### config.mk
export PLATFORM = sky130hd
export DESIGN_NAME = sink_addr_gen
export DESIGN_NICKNAME = d
export VERILOG_FILES = /design/src/logic/sink_pkg.sv /design/src/logic/sink_addr_gen.sv
export SDC_FILE = /design/constraint.sdc
export NUM_CORES = 1
export LEC_CHECK = 0
export ABC_AREA = 1
export BUFFER_PORTS_ARGS = -buffer_cell sky130_fd_sc_hd__buf_2
export CORE_MARGIN = 3
export CORE_UTILIZATION = 40
export CTS_BUF_LIST = sky130_fd_sc_hd__clkbuf_4
export DETAILED_ROUTE_END_ITERATION = 6
export PLACE_DENSITY = 0.64
export SLEW_MARGIN = 20
export SYNTH_ARGS = -nofsm -noshare
export SYNTH_HDL_FRONTEND = slang
export SYNTH_SLANG_ARGS = --single-unit
### constraint.sdc
create_clock -name clk_i -period 1.7 [get_ports clk_i]
set_clock_uncertainty 0.05 [all_clocks]
set_input_delay 0.085 -clock clk_i [delete_from_list [all_inputs] [get_ports clk_i]]
set_output_delay 0.085 -clock clk_i [all_outputs]
set_load 0.02 [all_outputs]
### src/logic/sink_pkg.sv
// Shared types of the streaming write engine.
// Data word, byte strobe, word address and job length types,
// and the state encoding of the sink controller.

package sink_pkg;

  // One data word of the stream and of the scratchpad.
  typedef logic [31:0] word_t;

  // Byte-enable mask of one word.
  typedef logic [3:0] strb_t;

  // Word address into the scratchpad.
  typedef logic [15:0] addr_t;

  // Job length in words.
  typedef logic [15:0] len_t;

  // Job states of the sink controller.
  typedef enum logic [1:0] {
    SINK_IDLE    = 2'd0,
    SINK_WORKING = 2'd1,
    SINK_DRAIN   = 2'd2
  } sink_state_e;

endpackage
### src/logic/sink_addr_gen.sv
// Strided word-address generator.
// Loads base, stride and length on the first enabled cycle after a clear,
// then issues one address per accepted handshake and raises done_o
// once the final address has been taken.

`timescale 1ns/1ns

module sink_addr_gen (
  input  logic            clk_i,
  input  logic            rst_ni,
  input  logic            en_i,
  input  logic            clr_i,
  input  sink_pkg::addr_t base_i,
  input  sink_pkg::addr_t stride_i,
  input  sink_pkg::len_t  len_i,
  output sink_pkg::addr_t addr_o,
  output logic            addr_valid_o,
  input  logic            addr_ready_i,
  output logic            done_o
);

  import sink_pkg::*;

  addr_t cur_addr_q;   // Address offered in the current cycle.
  addr_t stride_q;
  len_t  remaining_q;  // Words still to be issued.
  logic  loaded_q;     // Job fields have been captured.
  logic  done_q;
  logic  addr_fire;

  assign addr_valid_o = en_i & loaded_q & (remaining_q != '0);
  assign addr_fire    = addr_valid_o & addr_ready_i;
  assign addr_o       = cur_addr_q;
  assign done_o       = done_q;

  // The address register wraps naturally modulo 2^16.
  always_ff @(posedge clk_i or negedge rst_ni) begin
    if (!rst_ni) begin
      cur_addr_q  <= '0;
      stride_q    <= '0;
      remaining_q <= '0;
      loaded_q    <= 1'b0;
      done_q      <= 1'b0;
    end else if (clr_i) begin
      remaining_q <= '0;
      loaded_q    <= 1'b0;
      done_q      <= 1'b0;
    end else if (en_i && !loaded_q) begin
      cur_addr_q  <= base_i;  // Capture the job on the start cycle.
      stride_q    <= stride_i;
      remaining_q <= len_i;
      loaded_q    <= 1'b1;
    end else if (addr_fire) begin
      cur_addr_q  <= cur_addr_q + stride_q;
      remaining_q <= remaining_q - len_t'(1);
      if (remaining_q == len_t'(1)) begin
        done_q <= 1'b1;  // Last address has just been accepted.
      end
    end
  end

endmodule

==> reports/metrics.cfg <==
[worst_setup_path]
crit_family=adder cells
crit_start=addr_o[0]
crit_chain=ha_4 > fa_2 > nand2_2 > buf_6 > a21oi_4 > or2_4 > nand3_2 > nand3_2 > o21a_1
cp.required_ns=1.94
arrival_ns=2.10
endpoint=addr_o[4]
cp-start-kind=register
worstSetupPathDepth=9
worst-path-buf-inv=1
r2r_slack_ns=-0.15
r2r-start=addr_o[0]
reg2reg_depth=9
path_common_cell=nand3_2
r2r-end=addr_o[4]
worst_setup_path_end_kind=register
crit_type=reg -> reg
cpPeakStageDelay_ns=0.46
crit_path_top_delay_cell=dfrtp_2
worstPathMaxFanout=4

[grt]
antenna_found_initial=0
track_usage=0.207
grt_pass1_vias=3763
grt_pass1_wl_mm=17.2
gr-total-overflow=0
grt_max_degree=35

[min_path]
min_path_type=in -> reg

[synthesis]
yosysSeqAreaShare=0.346
avgSynthCellArea_um2=6.76
yosysWarningCount=0
synth_area_leader_cell=dfrtp_1
ys_ff_latch=50
synth_cell_types=34
synth.top_cell.area_share=0.346
yosys-top-cells-area=dfrtp_1 (35%), nand2_1 (23%), ha_1 (5.9%)
syn_nets=607
synth_area_mm2=0.00362
syn_inst=536

[timing]
fmaxAchievable_mhz=540
min_period_ns=1.85
post-route-period-util=1.09
setup_violations=10
final.setup.worst_slack_ns=-0.152
hold_viol_final=0
worst_pin_slew_ns=0.457
drv_slew=0
rsz0062_at_grt=true
slew_headroom=0.695
worst_hold_slack_ns=0.0401
tns_ns=-0.953

[power_and_ir_drop]
pwr-share-seq=0.258
peakVddDrop_v=0.000474
p_comb_frac=0.657
p_int_mw=3.95
p_clk_frac=0.086
p_switching_mw=3.32
switching_share=0.457
power_density_mw_per_mm2=1310
leakage_nw=2.86
power.total_mw=7.27

[clock_tree]
cts.sinks=50
clock_latency_ns=0.38
cts_tree=done
cts_max_path_buffers=2
cts-root-buf=clkbuf_4
cts_max_level=2
clk_pin_slew_ns=0.16
cts_buffers=5

[status]
status=complete, but fails checks
violations=setup timing

[placement]
dp_hpwl_mm=7.64
io_buffers=70
globalplace.congestion=0.886
place_area_mm2=0.00440

[layout]
final_area_mm2=0.00556
n_antenna_cell=0
nFillCells=751
drive_gt1_frac=0.349
final_util=0.634
syn_to_final_growth_pct=53.5
multi_input_area_mm2=0.00252
seqCellArea_mm2=0.00126
fin_nets=781

[flow_run]
max_cap_violations=0

[floorplan]
dieWidth_um=101
die_y_um=101
floorplan.rows=34
core_area_mm2=0.00876
pin_count=71
start_util=0.413
die_area_mm2=0.0102

[route]
drc=0
drt-wirelength-per-cell_um=13.4
ant_nets=0
drt-initial-drc-count=136
via_per_inst=4.86
vias=3980
wirelength_mm=10.9
first_pass_iters=5

==> cells in the mapped netlist (all sizes together) <==
cell type	instances
a21boi	4
a21oi	16
a22oi	1
a31oi	1
and2	1
and3	1
buf	9
clkbuf	2
dfrtp	50
fa	1
ha	17
inv	61
nand2	231
nand3	34
nand4	6
nor2	47
nor3	8
o211ai	4
o21a	3
o21ai	20
o22ai	1
or2	6
xnor2	8
xor2	4
==> per-stage QoR <==
step	instances	setup slack, ns
final	819	-0.152
after global routing	819	-0.256
after CTS	798	-0.0980
after detailed placement	740	-0.114
after global placement	740	-0.0646
after floorplan	536	-0.0520
==> how the worst min path moves through the flow <==
stage                       from              to  slack (ns)  cells past startpoint
CTS                 addr_ready_i  remaining_q[9]        0.03                      4
global placement          rst_ni     stride_q[3]       0.009                      1
floorplan                 rst_ni       addr_o[0]       -0.26                      0
finish              addr_ready_i  remaining_q[9]        0.04                      4
detailed placement        rst_ni     stride_q[3]        0.01                      1
global route        addr_ready_i  remaining_q[9]        0.02                      4
==> cells by family after synthesis <==
logic type / after synthesis / share of synthesized area
compound gates: 50 / 0.0812
xor+xnor: 12 / 0.0290
fa+ha+maj: 18 / 0.0643
buf+inv: 72 / 0.0812
flops: 50 / 0.346
simple gates: 334 / 0.399
==> what timing repair did <==
item	in CTS	in global routing
setup buffers	3	21
resized for setup	21	72
hold buffers	47	0
pin swaps	10	34
endpoints found under the hold margin	96	0
setup endpoints to repair	20	33
==> registers in the layout, summed over array words and instances (netlist names) <==
register and flops:
stride_q 16, remaining_q 16, loaded_q 1, done_o 1, addr_o 16
==> power groups by stage <==
stage	Clock [mW]	Combinational [mW]	Sequential [mW]
2_1_floorplan	0	2.27	1.97
3_3_place_gp	0	3.53	1.80
3_5_place_dp	0	3.59	1.81
4_1_cts	0.646	3.93	1.83
5_1_grt	0.687	5.26	1.92
6_report	0.622	4.77	1.87
==> worst reg2reg max path, stage by stage (launching register included) <==
cell and delay [ns]:
dfrtp_2 0.46, ha_4 0.17, fa_2 0.35, nand2_2 0.11
buf_6 0.11, a21oi_4 0.06, or2_4 0.24, nand3_2 0.06
nand3_2 0.07, o21a_1 0.10
==> cell usage in the layout (no fill, tap or decap), types with 2 or more instances in the layout <==
| cell | n |
|---|---|
| nand2_1 | 203 |
| buf_2 | 69 |
| buf_4 | 52 |
| inv_1 | 51 |
| dlygate4sd3_1 | 47 |
| dfrtp_1 | 43 |
| nor2_1 | 32 |
| nand3_1 | 21 |
| nand2_2 | 20 |
| ha_4 | 16 |
| nand3_2 | 12 |
| o21ai_1 | 12 |
| inv_2 | 9 |
| nor2_4 | 8 |
| a21oi_1 | 8 |
| o21ai_0 | 8 |
| nor2_2 | 7 |
| nand2_4 | 7 |
| nor3_1 | 7 |
| dfrtp_2 | 7 |
| buf_6 | 7 |
| a21oi_2 | 6 |
| clkbuf_4 | 6 |
| or2_2 | 5 |
| xnor2_1 | 5 |
| nand4_1 | 5 |
| o211ai_1 | 4 |
| a21boi_0 | 4 |
| xor2_1 | 4 |
| xnor2_2 | 3 |
| o21a_1 | 3 |
| buf_12 | 3 |
| a21oi_4 | 2 |
==> area by class of cell <==
| class | count | share of cell area |
|---|---|---|
| repair buffers | 178 | 0.242 |
| inverters | 61 | 0.0416 |
| well taps | 108 | 0.0243 |
| flip-flops and latches | 50 | 0.227 |
| clock inverters | 2 | 0.00315 |
| multi-input cells | 414 | 0.454 |
| clock buffers | 6 | 0.00810 |
==> routing by layer <==
metal	track usage	wire (um)	vias to the layer above	part of all wire
met3	0.0275	504	15	0.046
met4	0.0552	166	0	0.015
met1	0.276	4940	1827	0.45
li1	-	-	2039	-
met5	0	0	-	0
met2	0.352	5330	99	0.49
Power figures use the tool's default switching activity.
