## src/logic/sink_pkg.sv

```systemverilog
// Shared types of the streaming write engine.
// Data word, byte strobe, word address and job length types,
// and the state encoding of the sink controller.

package sink_pkg;

  // One data word of the stream and of the scratchpad.
  typedef logic [31:0] word_t;

  // Byte-enable mask of one word.
  typedef logic [3:0] strb_t;

  // Word address into the scratchpad.
  typedef logic [15:0] addr_t;

  // Job length in words.
  typedef logic [15:0] len_t;

  // Job states of the sink controller.
  typedef enum logic [1:0] {
    SINK_IDLE    = 2'd0,
    SINK_WORKING = 2'd1,
    SINK_DRAIN   = 2'd2
  } sink_state_e;

endpackage
```

## src/logic/sink_addr_fifo.sv

```systemverilog
// First-word-fall-through address FIFO between the generator and
// the write path, built as a circular buffer with an occupancy count.

`timescale 1ns/1ns

module sink_addr_fifo #(
  parameter int unsigned FIFO_DEPTH = 2
) (
  input  logic            clk_i,
  input  logic            rst_ni,
  input  logic            clr_i,
  input  sink_pkg::addr_t push_data_i,
  input  logic            push_valid_i,
  output logic            push_ready_o,
  output sink_pkg::addr_t pop_data_o,
  output logic            pop_valid_o,
  input  logic            pop_ready_i,
  output logic            empty_o
);

  import sink_pkg::*;

  localparam int unsigned PTR_W = (FIFO_DEPTH > 1) ? $clog2(FIFO_DEPTH) : 1;
  localparam int unsigned CNT_W = $clog2(FIFO_DEPTH + 1);

  addr_t             buf_q [FIFO_DEPTH];
  logic  [PTR_W-1:0] wr_ptr_q;
  logic  [PTR_W-1:0] rd_ptr_q;
  logic  [CNT_W-1:0] count_q;
  logic              push;
  logic              pop;

  assign push_ready_o = (count_q != CNT_W'(FIFO_DEPTH));
  assign pop_valid_o  = (count_q != '0);
  assign empty_o      = (count_q == '0);
  assign pop_data_o   = buf_q[rd_ptr_q];  // Oldest entry falls through.

  assign push = push_valid_i & push_ready_o;
  assign pop  = pop_valid_o & pop_ready_i;

  always_ff @(posedge clk_i or negedge rst_ni) begin
    if (!rst_ni) begin
      wr_ptr_q <= '0;
      rd_ptr_q <= '0;
      count_q  <= '0;
    end else if (clr_i) begin
      wr_ptr_q <= '0;
      rd_ptr_q <= '0;
      count_q  <= '0;
    end else begin
      if (push) begin
        wr_ptr_q <= (wr_ptr_q == PTR_W'(FIFO_DEPTH - 1)) ? '0 : wr_ptr_q + 1'b1;
      end
      if (pop) begin
        rd_ptr_q <= (rd_ptr_q == PTR_W'(FIFO_DEPTH - 1)) ? '0 : rd_ptr_q + 1'b1;
      end
      count_q <= count_q + CNT_W'(push) - CNT_W'(pop);
    end
  end

  // A pushed address is written at the write pointer.
  always_ff @(posedge clk_i) begin
    if (push) begin
      buf_q[wr_ptr_q] <= push_data_i;
    end
  end

endmodule

```

## config.mk

```make
export PLATFORM = sky130hd
export DESIGN_NAME = sink_addr_fifo
export DESIGN_NICKNAME = d
export VERILOG_FILES = /design/src/logic/sink_pkg.sv /design/src/logic/sink_addr_fifo.sv
export SDC_FILE = /design/constraint.sdc
export NUM_CORES = 1
export LEC_CHECK = 0
export BUFFER_PORTS_ARGS = -buffer_cell sky130_fd_sc_hd__buf_2
export CORE_ASPECT_RATIO = 1.75
export CORE_UTILIZATION = 45
export DETAILED_ROUTE_END_ITERATION = 10
export PLACE_DENSITY_LB_ADDON = 0.12
export SLEW_MARGIN = 30
export SYNTH_ARGS = -nofsm -noshare
export SYNTH_HDL_FRONTEND = slang
export SYNTH_SLANG_ARGS = --single-unit
export TNS_END_PERCENT = 20
```

## constraint.sdc

```tcl
create_clock -name clk_i -period 1.7 [get_ports clk_i]
set_clock_uncertainty 0.1 [all_clocks]
set_input_delay 0.34 -clock clk_i [delete_from_list [all_inputs] [get_ports clk_i]]
set_output_delay 0.34 -clock clk_i [all_outputs]
set_load 0.03 [all_outputs]
```

==> results.md <==
- DRT Pass-1 Iters: 3
- CP startpoint kind: flip-flop
- Final Setup Violations: 17
- CTS tree: built
- Num CTS Buffers: 5
- Area share of the largest cell type after synthesis: approximately two thirds
- Placed instance area: about 0.0017 sq mm
- Final Total Pwr: 3270 uW
- Post-synth EDFFs: 32
- CP dominant cell by count: buf_6
- Max_slew headroom: about three quarters
- Number of global-route vias before repair: 868
- Mapped Area: around 0.0014 sq mm
- Clock Pin Slew Worst Setup and Hold Paths: approximately 0.07 ns
- Peak VDD IR: between 0.0009 and 0.001 V
- Rows: 26
- Seq cells post-synth: 36
- DR iter-0 viols: 15
- Ys flop type: edfxtp_1
- Diode count: 0
- I/O Buffers: 39
- Max-cap check violation count: 0
- CP cell instances: buf_6 -> mux2_4 -> buf_6
- Final ANT Viol Nets: 0
- Setup Crit Path Kind: reg2out
- Crit share post-route: 104%
- Post-synthesis mux area share: around 16%
- Ys async rst share: between 10% and 20%
- Grt total ovfl: 0
- Cell variety after synth: 19
- Fillers: 239
- Fin. Hold Viols: 0
- Switching share of power: between 30% and 40%
- Leading area contributor after synthesis: edfxtp_1
- Post-DP HPWL: between 1.5 and 2 mm
- Hold crit path type: in2reg
- Final setup margin: -0.0635 ns
- Synth Area in Adders: under 10%
- DR WL/cell: 14.0 um
- Chip width: approximately 45 um
- Fmax: about 570 MHz
- Largest net degree at the start of global routing: 17
- Complex-gate fraction of the synthesized area: 0.519%
- Period minus WS final: 1.76 ns
- Slowest stage cell, crit path: dfrtp_1
- Global-route wire length before repair: 3.87 mm
- P&R area growth vs syn: 36.7%
- P_sw: 1100 uW
- Detailed-route via count: 795
- Post-Syn Nets: 97
- Initial antenna violation count: 0
- NumNets Final: 150
- Clk sinks: 36
- Internal: approximately 2200 uW
- Placeable Area: 0.00299 sq mm
- Mapped Cells: 74
- Main combinational cell family by area after synthesis: multiplexers
- Gr usage total: ~16%
- LEAKAGE: 0.000827 uW
- Clock H-tree levels: 2
- Total Routed Length: ~2.4 mm
- Worst endpoint required time: 1.26 ns
- Area occupied by multi-input gates: around 390 sq um
- Fraction of power consumed by sequential logic: between 30 and 40%
- Syn avg cell area: 19.5 sq um
- Crit. End Element: output port
- Cell area after layout: 0.00198 sq mm
- Top-count cell post-synth: edfxtp_1
- Failing checks: setup timing
- GPL Wtd Cong: roughly 0.63
- Combinational power share: between 40% and 50%
- Worst-Margin Slew: 0.393 ns
- Power Dens Cells: between 1500 and 2000 mW/mm^2
- Post-synthesis sequential area ratio: around three quarters
- Xor/xnor share of the synthesized area: 1.21%
- Top Ports: 40
- Ys Warns: 0
- Simple-Gate Fraction of Synth Area: under 10%
- Critical Path AT: around 1.3 ns
- Critical path fanouts, max: 8
- Layout cells sized above 1: 60.9%
- Max Slew Vio Count: 0
- Synth top area cells: edfxtp_1, mux2_4, dfrtp_1
- Clock tree root driver cell: clkbuf_8
- Unrepaired setup endpoints after global routing: yes
- Initial Util: 48.3%
- Clock Latency Late Sink: around 0.28 ns
- CP max stage delay: ~0.41 ns
- Deepest clock path buffer count: 2
- Power share of the clock group: between 10% and 20%
- Die Y: approximately 77 um
- Worst hold margin: approximately 0.14 ns
- Die outline area: between 0.003 and 0.004 sq mm
- Via density: between 4 and 5
- Register area: between 0.001 and 0.0015 sq mm
- Top post-synthesis cells by count: edfxtp_1, mux2_4, mux2_2
- Outcome: finished with violations
- DR DRC count: 0
==> layout by cell type, fill, tap and decap left out <==
cell,count
o21a_1,1
and2_1,1
dfrtp_1,3
or2_4,1
clkinv_1,1
edfxtp_1,32
nand2_2,1
xnor2_1,1
buf_6,20
nor2b_1,2
mux2_4,17
inv_1,2
dfrtp_2,1
dlygate4sd3_1,1
buf_2,22
ha_1,2
nor3_2,1
nor2_1,3
nor2_2,1
buf_4,5
and3_2,1
clkbuf_8,5
clkinv_2,2
xor2_1,1
nand2b_4,1
==> cell type report <==
class	count	share of cell area [%]
Clock inverter	3	0.697
Timing Repair Buffer	48	19.4
Inverter	2	0.380
Tap cell	42	2.66
Clock buffer	5	3.48
Multi-Input combinational cell	34	19.6
Sequential cell	36	53.8
==> timing repair <==
item,in CTS,in global routing
gates resized for setup,43,6
endpoints found under the setup margin,34,18
setup buffers,1,0
gates cloned,0,0
hold buffers,1,0
hold endpoints to repair,4,0
pin swaps,3,1
==> layer usage <==
layer	part of all wire, %	vias to the layer above	track usage, %
met2	59	28	28.7
met3	5.2	6	5.88
met1	33	381	15.0
met5	0	-	0
li1	-	380	-
met4	2.6	0	8.18
==> path summary, 6_finish.rpt <==
| path | to | slack, ns | cells after the start | startpoint |
|---|---|---|---|---|
| max | pop_data_o[0] | -0.06 | 3 | rd_ptr_q |
| min in group asynchronous | count_q[1] | 0.30 | 2 | rst_ni |
| max in group asynchronous | count_q[1] | 1.07 | 2 | rst_ni |
| min reg2reg | count_q[1] | 0.55 | 2 | count_q[1] |
| min | buf_q[1][1] | 0.14 | 1 | push_data_i[1] |
| max reg2reg | count_q[1] | -0.02 | 7 | count_q[1] |
==> critical path: cells and delay by family (launching register included) <==
kind | cells | cell delay (ns)
buffers and inverters | 2 | 0.32
flip-flops | 1 | 0.41
multiplexers | 1 | 0.31
==> power groups by stage <==
stage               Sequential [uW]  Combinational [uW]  Clock [uW]
CTS                            1210                1480         573
floorplan                      1210                 917           0
detailed placement             1230                1200           0
finish                         1220                1500         551
global placement               1210                1170           0
global route                   1240                1590         616
==> metrics by stage <==
step,std cells,worst slack (ns),setup TNS (ns),util [%]
2_1_floorplan,74,-0.0574,-0.0574,-
3_3_place_gp,160,0.0361,0,57.4
3_5_place_dp,160,-0.0600,-0.0600,57.4
4_1_cts,170,-0.0844,-1.06,65.3
5_1_grt,170,-0.122,-1.64,66.0
6_report,170,-0.0635,-0.705,66.0
==> kinds of logic (layout without fill, tap and decap cells) <==
group	Yosys count	in the layout
flip-flops	36	36
multiplexers	17	17
AND/OR/NAND/NOR	12	12
buffers and inverters	4	58
adder cells (fa/ha/maj)	2	2
XOR/XNOR	2	2
AO/OA/AOI/OAI	1	1
==> state kept, by name, summed over array words and instances, names as in the netlist <==
signal / flops
count_q: 2
wr_ptr_q: 1
buf_q: 32
rd_ptr_q: 1
Power figures use the tool's default switching activity.
