$ cat src/logic/sink_pkg.sv
// Shared types of the streaming write engine.
// Data word, byte strobe, word address and job length types,
// and the state encoding of the sink controller.

package sink_pkg;

  // One data word of the stream and of the scratchpad.
  typedef logic [31:0] word_t;

  // Byte-enable mask of one word.
  typedef logic [3:0] strb_t;

  // Word address into the scratchpad.
  typedef logic [15:0] addr_t;

  // Job length in words.
  typedef logic [15:0] len_t;

  // Job states of the sink controller.
  typedef enum logic [1:0] {
    SINK_IDLE    = 2'd0,
    SINK_WORKING = 2'd1,
    SINK_DRAIN   = 2'd2
  } sink_state_e;

endpackage
$ cat src/logic/stream_sink.sv
// Sink controller.
// Job state machine, pairing of stream beats with generated addresses
// into scratchpad write requests, and the registered done pulse.

`timescale 1ns/1ns

module stream_sink (
  input  logic            clk_i,
  input  logic            rst_ni,
  // Job control.
  input  logic            start_i,
  input  sink_pkg::addr_t base_i,
  input  sink_pkg::addr_t stride_i,
  input  sink_pkg::len_t  len_i,
  output logic            ready_start_o,
  output logic            done_o,
  // Incoming stream.
  input  sink_pkg::word_t data_i,
  input  sink_pkg::strb_t strb_i,
  input  logic            valid_i,
  output logic            ready_o,
  // Scratchpad write port.
  output logic            wr_req_o,
  output sink_pkg::addr_t wr_addr_o,
  output sink_pkg::word_t wr_data_o,
  output sink_pkg::strb_t wr_strb_o,
  input  logic            wr_gnt_i,
  // Address generator.
  output logic            gen_en_o,
  output logic            gen_clr_o,
  input  logic            gen_done_i,
  // Address FIFO.
  input  sink_pkg::addr_t fifo_addr_i,
  input  logic            fifo_valid_i,
  output logic            fifo_ready_o,
  input  logic            fifo_empty_i
);

  import sink_pkg::*;

  sink_state_e state_q, state_d;
  logic        done_q, done_d;
  logic        active;
  logic        wr_fire;

  assign active = (state_q != SINK_IDLE);

  // A write needs both a beat and its address.
  assign wr_req_o  = active & valid_i & fifo_valid_i;
  assign wr_addr_o = active ? fifo_addr_i : '0;
  assign wr_data_o = active ? data_i : '0;
  assign wr_strb_o = active ? strb_i : '0;
  assign wr_fire   = wr_req_o & wr_gnt_i;

  assign ready_o       = active & (~valid_i | wr_fire);
  assign fifo_ready_o  = wr_fire;  // Address leaves with its beat.
  assign ready_start_o = (state_q == SINK_IDLE);
  assign done_o        = done_q;

  always_comb begin
    state_d   = state_q;
    done_d    = 1'b0;
    gen_en_o  = 1'b0;
    gen_clr_o = 1'b0;
    case (state_q)
      SINK_IDLE: begin
        if (start_i) begin
          state_d  = SINK_WORKING;
          gen_en_o = 1'b1;  // Generator captures the job fields now.
        end
      end
      SINK_WORKING: begin
        gen_en_o = 1'b1;
        if (gen_done_i) begin
          state_d = SINK_DRAIN;
        end
      end
      SINK_DRAIN: begin
        gen_en_o = 1'b1;
        // Wait for the last queued address to be written.
        if (fifo_empty_i) begin
          state_d   = SINK_IDLE;
          gen_en_o  = 1'b0;
          gen_clr_o = 1'b1;
          done_d    = 1'b1;
        end
      end
      default: begin
        state_d   = SINK_IDLE;
        gen_clr_o = 1'b1;
      end
    endcase
  end

  always_ff @(posedge clk_i or negedge rst_ni) begin
    if (!rst_ni) begin
      state_q <= SINK_IDLE;
      done_q  <= 1'b0;
    end else begin
      state_q <= state_d;
      done_q  <= done_d;  // One-cycle pulse in the first idle cycle.
    end
  end

endmodule

$ cat config.mk
export PLATFORM = sky130hd
export DESIGN_NAME = stream_sink
export DESIGN_NICKNAME = d
export VERILOG_FILES = /design/src/logic/sink_pkg.sv /design/src/logic/stream_sink.sv
export SDC_FILE = /design/constraint.sdc
export NUM_CORES = 1
export LEC_CHECK = 0
export BUFFER_PORTS_ARGS = -buffer_cell sky130_fd_sc_hd__buf_4
export CAP_MARGIN = 15
export CORE_AREA = 10 10 66 68
export DETAILED_ROUTE_END_ITERATION = 16
export DIE_AREA = 0 0 76 78
export PLACE_DENSITY_LB_ADDON = 0.3
export SLEW_MARGIN = 20
export SYNTH_ARGS = -nofsm -noshare
export SYNTH_HDL_FRONTEND = slang
export SYNTH_SLANG_ARGS = --single-unit
$ cat constraint.sdc
create_clock -name clk_i -period 1.65 [get_ports clk_i]
set_input_delay 0.33 -clock clk_i [delete_from_list [all_inputs] [get_ports clk_i]]
set_output_delay 0.33 -clock clk_i [all_outputs]
set_load 0.01 [all_outputs]
==> results of run 1 <==
## per-stage QoR
stage / hold slack, ns / util, % / std cells / TNS [ns] / cell area [µm²]
floorplan: 0.0344 / - / 75 / 0 / 526
global placement: 0.121 / 45.7 / 234 / 0 / 1450
detailed placement: 0.123 / 45.7 / 234 / 0 / 1450
CTS: 0.354 / 46.9 / 239 / 0 / 1490
global route: 0.373 / 48.0 / 241 / -1.91 / 1530
finish: 0.362 / 48.0 / 241 / 0 / 1530
## layout make-up
type / instances / area share (%)
Timing Repair Buffer: 122 / 62.2
Multi-Input combinational cell: 66 / 27.2
Sequential cell: 3 / 5.09
Tap cell: 46 / 3.77
Clock buffer: 4 / 1.72
## power breakdown
part	leakage [nW]	switching (mW)	internal [mW]
combinational	0.766	0.942	1.01
clock	0.0150	0.0360	0.0904
sequential	0.0363	0.0445	0.107
## cells by family after synthesis
logic type             after synthesis  synth area share, %
AOI/OAI and AO/OA                    4                 4.29
buffers and inverters                6                 8.10
and+or+nand+nor                     62                 73.3
DFF                                  3                 14.3
## cell usage after synthesis
cell	number	share of area, %
sky130_fd_sc_hd__nor2_1	3	2.1
sky130_fd_sc_hd__o21a_1	1	1.4
sky130_fd_sc_hd__buf_6	2	4.3
sky130_fd_sc_hd__dfrtp_1	3	14
sky130_fd_sc_hd__and3b_1	1	1.7
sky130_fd_sc_hd__o21ai_0	2	1.9
sky130_fd_sc_hd__nand2_1	3	2.1
sky130_fd_sc_hd__nor2b_1	52	62
sky130_fd_sc_hd__nor3b_2	1	2.4
sky130_fd_sc_hd__nor3b_1	1	1.4
sky130_fd_sc_hd__a21oi_1	1	0.95
sky130_fd_sc_hd__buf_2	4	3.8
sky130_fd_sc_hd__or3b_1	1	1.7
## worst paths after layout
| path | slack (ns) | end | cells past startpoint | startpoint |
|---|---|---|---|---|
| worst max-delay path | 0.04 | wr_addr_o[7] | 4 | state_q[1] |
| worst min-delay path | 0.36 | done_o | 2 | fifo_empty_i |
| worst max register to register | 0.67 | state_q[1] | 2 | state_q[0] |
| worst min register to register | 0.53 | state_q[0] | 1 | state_q[1] |
| max in group asynchronous | 1.11 | state_q[0] | 2 | rst_ni |
| min in group asynchronous | 0.43 | done_o | 2 | rst_ni |
## critical path: stages, from the launching register on
cell and delay, ns:
sky130_fd_sc_hd__dfrtp_2 0.44, sky130_fd_sc_hd__nor2_4 0.18, sky130_fd_sc_hd__clkbuf_16 0.22, sky130_fd_sc_hd__nor2b_1 0.06, sky130_fd_sc_hd__buf_4 0.14
## repair_timing
item	in CTS	in global routing
resized for setup	2	0
gates cloned	0	1
setup endpoints to repair	8	56
pin swaps	0	1
hold endpoints to repair	3	0
setup buffers	0	1
hold buffers	1	0
## cells in the final DEF, fill, tap and decap left out
| master | Yosys | final |
|---|---|---|
| sky130_fd_sc_hd__nor2b_1 | 52 | 52 |
| sky130_fd_sc_hd__o21a_1 | 1 | 1 |
| sky130_fd_sc_hd__clkbuf_16 | 0 | 1 |
| sky130_fd_sc_hd__nor2_4 | 0 | 1 |
| sky130_fd_sc_hd__a21oi_1 | 1 | 1 |
| sky130_fd_sc_hd__nor3b_2 | 1 | 1 |
| sky130_fd_sc_hd__dlygate4sd3_1 | 0 | 1 |
| sky130_fd_sc_hd__nor2_1 | 3 | 2 |
| sky130_fd_sc_hd__or3b_1 | 1 | 1 |
| sky130_fd_sc_hd__buf_4 | 0 | 119 |
| sky130_fd_sc_hd__and3b_1 | 1 | 1 |
| sky130_fd_sc_hd__clkbuf_1 | 0 | 1 |
| sky130_fd_sc_hd__nor3b_1 | 1 | 1 |
| sky130_fd_sc_hd__dfrtp_1 | 3 | 1 |
| sky130_fd_sc_hd__buf_12 | 0 | 1 |
| sky130_fd_sc_hd__clkbuf_4 | 0 | 3 |
| sky130_fd_sc_hd__o21ai_0 | 2 | 2 |
| sky130_fd_sc_hd__dfrtp_2 | 0 | 2 |
| sky130_fd_sc_hd__nand2_1 | 3 | 3 |
## routing by layer
layer	wire length [µm]	vias to the layer above	track usage (%)
met5	0	-	0
met4	10	0	2.27
met3	288	2	4.26
met2	1960	61	20.4
met1	1460	409	11.4
li1	-	466	-
## state kept, by name, indices dropped and copies added, names as in the netlist
register	flops
done_o	1
state_q	2
==> metrics.log, run 1 <==
INFO  metric die_area = 0.00593 mm²
INFO  metric max-clock-path-buffers = 2
INFO  metric dr_vias_cell = between 3 and 4
INFO  metric place.port_buffers = 118
INFO  metric syn_area_per_cell = about 7.0 µm²
INFO  metric max_cap_violations = 0
INFO  metric synth_fp_nets = roughly 180
INFO  metric number_of_synthesis_warnings = 0
INFO  metric grt_antenna_before_repair = 0
INFO  metric powerDensity = approximately 1500 mW/mm²
INFO  metric antenna_violating_nets_post_route = 0
INFO  metric routed_wire_length_per_instance = ~15 µm
INFO  metric fin_skew = between 0.005 and 0.006 ns
INFO  metric grt_first_pass_wirelength = 5330 µm
INFO  metric hpwl = 3210 µm
INFO  metric synth.yosys.seq_area_share = between 10% and 20%
INFO  metric final-hold-violation-count = 0
INFO  metric worst_setup_path_end_kind = primary output
INFO  metric drt-total-wl = between 3000 and 4000 µm
INFO  metric critPathArrivalTime = 1.28 ns
INFO  metric netlist_instances = 75
INFO  metric final-seq-area = slightly below 80 µm²
INFO  metric setup.worst_path.class = register to primary output
INFO  metric multi_input_comb_area = ~420 µm²
INFO  metric drtPass1Iterations = 3
INFO  metric cts_tree = yes
INFO  metric vdd_drop_max = approximately 0.76 mV
INFO  metric cts.root.buffer_cell = sky130_fd_sc_hd__clkbuf_4
INFO  metric std_cell_rows = 21
INFO  metric unrepaired_setup_endpoints_after_global_routing = yes
INFO  metric timing_worst_slew_pin_value = roughly 0.17 ns
INFO  metric groute.usage.overall = a little over a tenth
INFO  metric timing.fmax = ~620 MHz
INFO  metric clock_tree.htree_level_count = 1
INFO  metric hold_path_class = input pin to register
INFO  metric startpoint_kind_of_the_worst_setup_timing_path = register
INFO  metric drcViolationCount = 0
INFO  metric worst_setup_hold_path_clk_slew = about 0.04 ns
INFO  metric report.power.total = about 2.2 mW
INFO  metric clock_sink_count = 3
INFO  metric fin_crit_sh = 97.7%
INFO  metric final-setup-viol-count = 0
INFO  metric core_region_area = between 0.003 and 0.004 mm²
INFO  metric gr-total-overflow = 0
INFO  metric synth_area = between 500 and 600 µm²
INFO  metric final.fill_count = 330
INFO  metric die_width = about 76 µm
INFO  metric final_net_count = between 300 and 400
INFO  metric setup_ws = approximately 0.037 ns
INFO  metric worstPathRequired = 1.32 ns
INFO  metric gp_congestion = 0.685
INFO  metric via_count_of_the_routed_design = between 900 and 1000
INFO  metric placement.setup.worst_slack = 0.236 ns
INFO  metric timing.slew.headroom = 88.7%
INFO  metric cts_made_buffers = 3
INFO  metric antenna_diode_instance_count = 0
INFO  metric outcome = completed
INFO  metric finalMaxSlewViolations = 0
INFO  metric layout-drive-gt1-share = 65.6%
INFO  metric maximum_number_of_pins_on_one_net_before_global_route_repair = between 50 and 60
INFO  metric ys_ff_latch = 3
INFO  metric via_count_of_the_first_global_routing_pass = between 900 and 1000
INFO  metric area.growth.synth_to_final = 190%
INFO  metric netlist-cell-type-count = 13
INFO  metric die_y = between 70 and 80 µm
INFO  metric min_period = 1.61 ns
INFO  metric drt_iter0_drc = 21
INFO  metric effective_utilization_at_floorplan = 16.5%
INFO  metric clkLatencyLatePin = approximately 0.23 ns
INFO  metric power_leakage = 0.817 nW
INFO  metric io-pin-count = about 170
INFO  metric critical_path_peak_fanout = 28
Note: power is estimated with default switching activity, not from simulation.
==> inputs of run 2 (changes only) <==
==> constraint.sdc (replaced) <==
create_clock -name clk_i -period 1.8 [get_ports clk_i]
set_input_delay 0.18 -clock clk_i [delete_from_list [all_inputs] [get_ports clk_i]]
set_output_delay 0.18 -clock clk_i [all_outputs]
set_load 0.01 [all_outputs]
==> run 2 against run 1 <==
Net effect: clock skew is 0.0027 ns lower; die area stayed put; design area is 2.3% lower; clock-buffer cell count stayed put; worst hold slack worse by 0.14 ns; setup slack better by 0.26 ns; sequential cell count stayed put; sequential power is 9% lower; combinational power is 15% lower; via count is 2.6% lower; cell count is 0.83% lower; critical path depth is 1 lower; critical path type unchanged; critical endpoint is now gen_en_o; largest power group unchanged.
==> metrics.log, run 2 (synthesis gave the netlist of run 1 again) <==
INFO  metric outcome = completed (unchanged)
INFO  metric timing.setup.tns = 0 ns (unchanged)
INFO  metric delay_of_the_slowest_cell_on_the_worst_path = 0.44 ns (about the same)
INFO  metric via_count_of_the_routed_design = 914 (was 938)
INFO  metric report.power.total = 1.92 mW (was 2.23 mW)
INFO  metric power_leakage = 0.802 nW (was 0.817 nW)
INFO  metric final-setup-viol-count = 0 (unchanged)
INFO  metric cts.root.buffer_cell = sky130_fd_sc_hd__clkbuf_4 (unchanged)
INFO  metric effective_utilization_at_floorplan = 16.5% (unchanged)
INFO  metric grt_first_pass_wirelength = 5320 µm (was 5330 µm)
INFO  metric ff2ff_setup_slack = 0.76 ns (was 0.67 ns)
INFO  metric finalMaxSlewViolations = 0 (unchanged)
INFO  metric io-pin-count = 167 (unchanged)
INFO  metric final-hold-violation-count = 0 (unchanged)
INFO  metric fin_skew = 0.00329 ns (was 0.00597 ns)
INFO  metric via_count_of_the_first_global_routing_pass = 916 (was 963)
INFO  metric layout_commonest_cell = sky130_fd_sc_hd__buf_4 (unchanged)
INFO  metric share_clk_of_total_power = 6.0% (was 5.7%)
INFO  metric worstPathRequired = 1.62 ns (was 1.32 ns)
INFO  metric antenna_violating_nets_post_route = 0 (unchanged)
INFO  metric power.internal = 1.02 mW (was 1.20 mW)
INFO  metric clock_sink_count = 3 (unchanged)
INFO  metric multi_input_comb_area = 415 µm² (unchanged)
INFO  metric drt_iter0_drc = 31 (was 21)
INFO  metric die_area = 0.00593 mm² (unchanged)
INFO  metric std_cell_rows = 21 (unchanged)
INFO  metric pwr-share-comb = 86.8% (was 87.5%)
INFO  metric maximum_number_of_pins_on_one_net_before_global_route_repair = 57 (unchanged)
INFO  metric hold_path_class = input pin to register (unchanged)
INFO  metric fin_crit_sh = around 84%
INFO  metric layout-drive-gt1-share = 64.2% (was 65.6%)
INFO  metric antenna_diode_instance_count = 0 (unchanged)
INFO  metric powerDensity = 1290 mW/mm² (was 1460 mW/mm²)
INFO  metric area.growth.synth_to_final = 184% (was 190%)
INFO  metric number_of_flip_flops_under_the_largest_register_name = 2 (unchanged)
INFO  metric grt_antenna_before_repair = 0 (unchanged)
INFO  metric gp_congestion = 0.682 (was 0.685)
INFO  metric cts_resized = 0 (was 2)
INFO  metric max_cap_violations = 0 (unchanged)
INFO  metric final_net_count = 302 (was 304)
INFO  metric timing.fmax = 665 MHz
INFO  metric gr-total-overflow = 0 (unchanged)
INFO  metric clock_tree.htree_level_count = 1 (unchanged)
INFO  metric drcViolationCount = 0 (unchanged)
INFO  metric die_y = 78 µm (unchanged)
INFO  metric startpoint_kind_of_the_worst_setup_timing_path = register (unchanged)
INFO  metric hpwl = 3140 µm (was 3210 µm)
INFO  metric setup.worst_path.class = register to primary output (unchanged)
INFO  metric final.fill_count = 310 (was 330)
INFO  metric worst_setup_path_end_kind = primary output (unchanged)
INFO  metric die_width = 76 µm (unchanged)
INFO  metric dr_vias_cell = 3.82 (was 3.89)
INFO  metric max_flop_register = state_q (unchanged)
INFO  metric crit_path_cell_trace = or3b_1 -> o21ai_0 -> buf_4 (was nor2_4 -> clkbuf_16 -> nor2b_1 -> buf_4)
INFO  metric power.switching = 895 µW (was 1.02 mW)
INFO  metric drtPass1Iterations = 4 (was 3)
INFO  metric netSwitchingFraction = 46.7% (was 45.9%)
INFO  metric final-seq-area = 75.1 µm² (was 77.6 µm²)
INFO  metric final_core_density = 46.9% (was 48.0%)
INFO  metric core_region_area = 0.00318 mm² (unchanged)
INFO  metric min_period = 1.50 ns
INFO  metric vdd_drop_max = 1.01 mV (was 0.758 mV)
INFO  metric critical_path_peak_fanout = 6 (was 28)
INFO  metric most-common-layout-cells = sky130_fd_sc_hd__buf_4 (118), sky130_fd_sc_hd__nor2b_1 (52), sky130_fd_sc_hd__nand2_1 (3), sky130_fd_sc_hd__clkbuf_4 (3), sky130_fd_sc_hd__dfrtp_1 (3) (was sky130_fd_sc_hd__buf_4 (119), sky130_fd_sc_hd__nor2b_1 (52), sky130_fd_sc_hd__nand2_1 (3), sky130_fd_sc_hd__clkbuf_4 (3))
INFO  metric power.sequential.fraction = 7.2% (was 6.8%)
INFO  metric unrepaired_setup_endpoints_after_global_routing = no (was yes)
INFO  metric cts_made_buffers = 3 (unchanged)
INFO  metric place.port_buffers = 118 (unchanged)
INFO  metric timing.slew.headroom = 84.4% (was 88.7%)
INFO  metric worst_setup_hold_path_clk_slew = 0.04 ns (about the same)
INFO  metric timing_worst_slew_pin_value = 0.234 ns (was 0.170 ns)
INFO  metric cts_tree = yes (unchanged)
INFO  metric placed_cells_incl_taps = 234 (unchanged)
INFO  metric timing.critical_path.slowest_stage_cell = sky130_fd_sc_hd__dfrtp_1 (was sky130_fd_sc_hd__dfrtp_2)
INFO  metric routed_wire_length_per_instance = 14.7 µm (was 15.4 µm)
INFO  metric critPathArrivalTime = 1.32 ns (was 1.28 ns)
INFO  metric max-clock-path-buffers = 2 (unchanged)
INFO  metric drt-total-wl = 3510 µm (was 3720 µm)
INFO  metric finalNonFillerCells = 239 (was 241)
INFO  metric clkLatencyLatePin = 0.23 ns (about the same)
INFO  metric groute.usage.overall = 10.7% (was 11.0%)
## run 2: changes by cell type in the layout (fill, tap and decap cells not counted), sizes merged
cell,before,now
clkbuf,5,4
buf,120,119
## run 2: per-stage QoR
| stage | hold slack (ns) | cell area, µm² | setup WS, ns |
|---|---|---|---|
| 3_5_place_dp | -0.0292 | 1450 | 0.535 |
| 6_report | 0.222 | 1490 | 0.296 |
| 4_1_cts | 0.213 | 1490 | 0.287 |
| 3_3_place_gp | -0.0294 | 1450 | 0.566 |
| 2_1_floorplan | -0.116 | 526 | 0.661 |
| 5_1_grt | 0.243 | 1490 | 0.207 |
## run 2: final timing paths
kind / cells past startpoint / to / from
worst max-delay path: 3 / gen_en_o / state_q[0]
worst min-delay path: 2 / done_o / fifo_empty_i
worst max register to register: 2 / state_q[1] / state_q[0]
worst min register to register: 1 / state_q[0] / state_q[1]
max in group asynchronous: 2 / state_q[0] / rst_ni
min in group asynchronous: 2 / done_o / rst_ni
## run 2: layer usage
layer	GRT usage, %	vias up	share of wire (%)
met5	0	-	0
met4	1.70	0	0
met3	4.72	0	9.4
met2	19.0	63	52
met1	11.8	389	39
li1	-	462	-
## run 2: critical path, delay by kind of cell (launching register included)
family | cells | cell delay, ns
DFF | 1 | 0.44
AOI/OAI and AO/OA | 1 | 0.09
buffers and inverters | 1 | 0.15
and+or+nand+nor | 1 | 0.42
## run 2: final cells by class
cell class / instances / area share, %
tap: 46 / 3.86
sequential: 3 / 5.04
multi-input combinational: 66 / 27.9
timing repair buffer: 120 / 61.5
clock buffer: 4 / 1.76
## run 2: repair_timing
action                     in CTS  in global routing
setup endpoints to repair       0                  0
hold buffers                    1                  0
hold endpoints to repair        3                  0
setup buffers                   0                  0
## run 2: power by group through the flow
stage / clock, mW / sequential [mW] / combinational (mW)
after CTS: 0.120 / 0.137 / 1.71
after detailed placement: 0 / 0.138 / 1.71
after global placement: 0 / 0.134 / 1.69
after floorplan: 0 / 0.120 / 0.788
after global routing: 0.132 / 0.142 / 1.80
final: 0.115 / 0.137 / 1.66
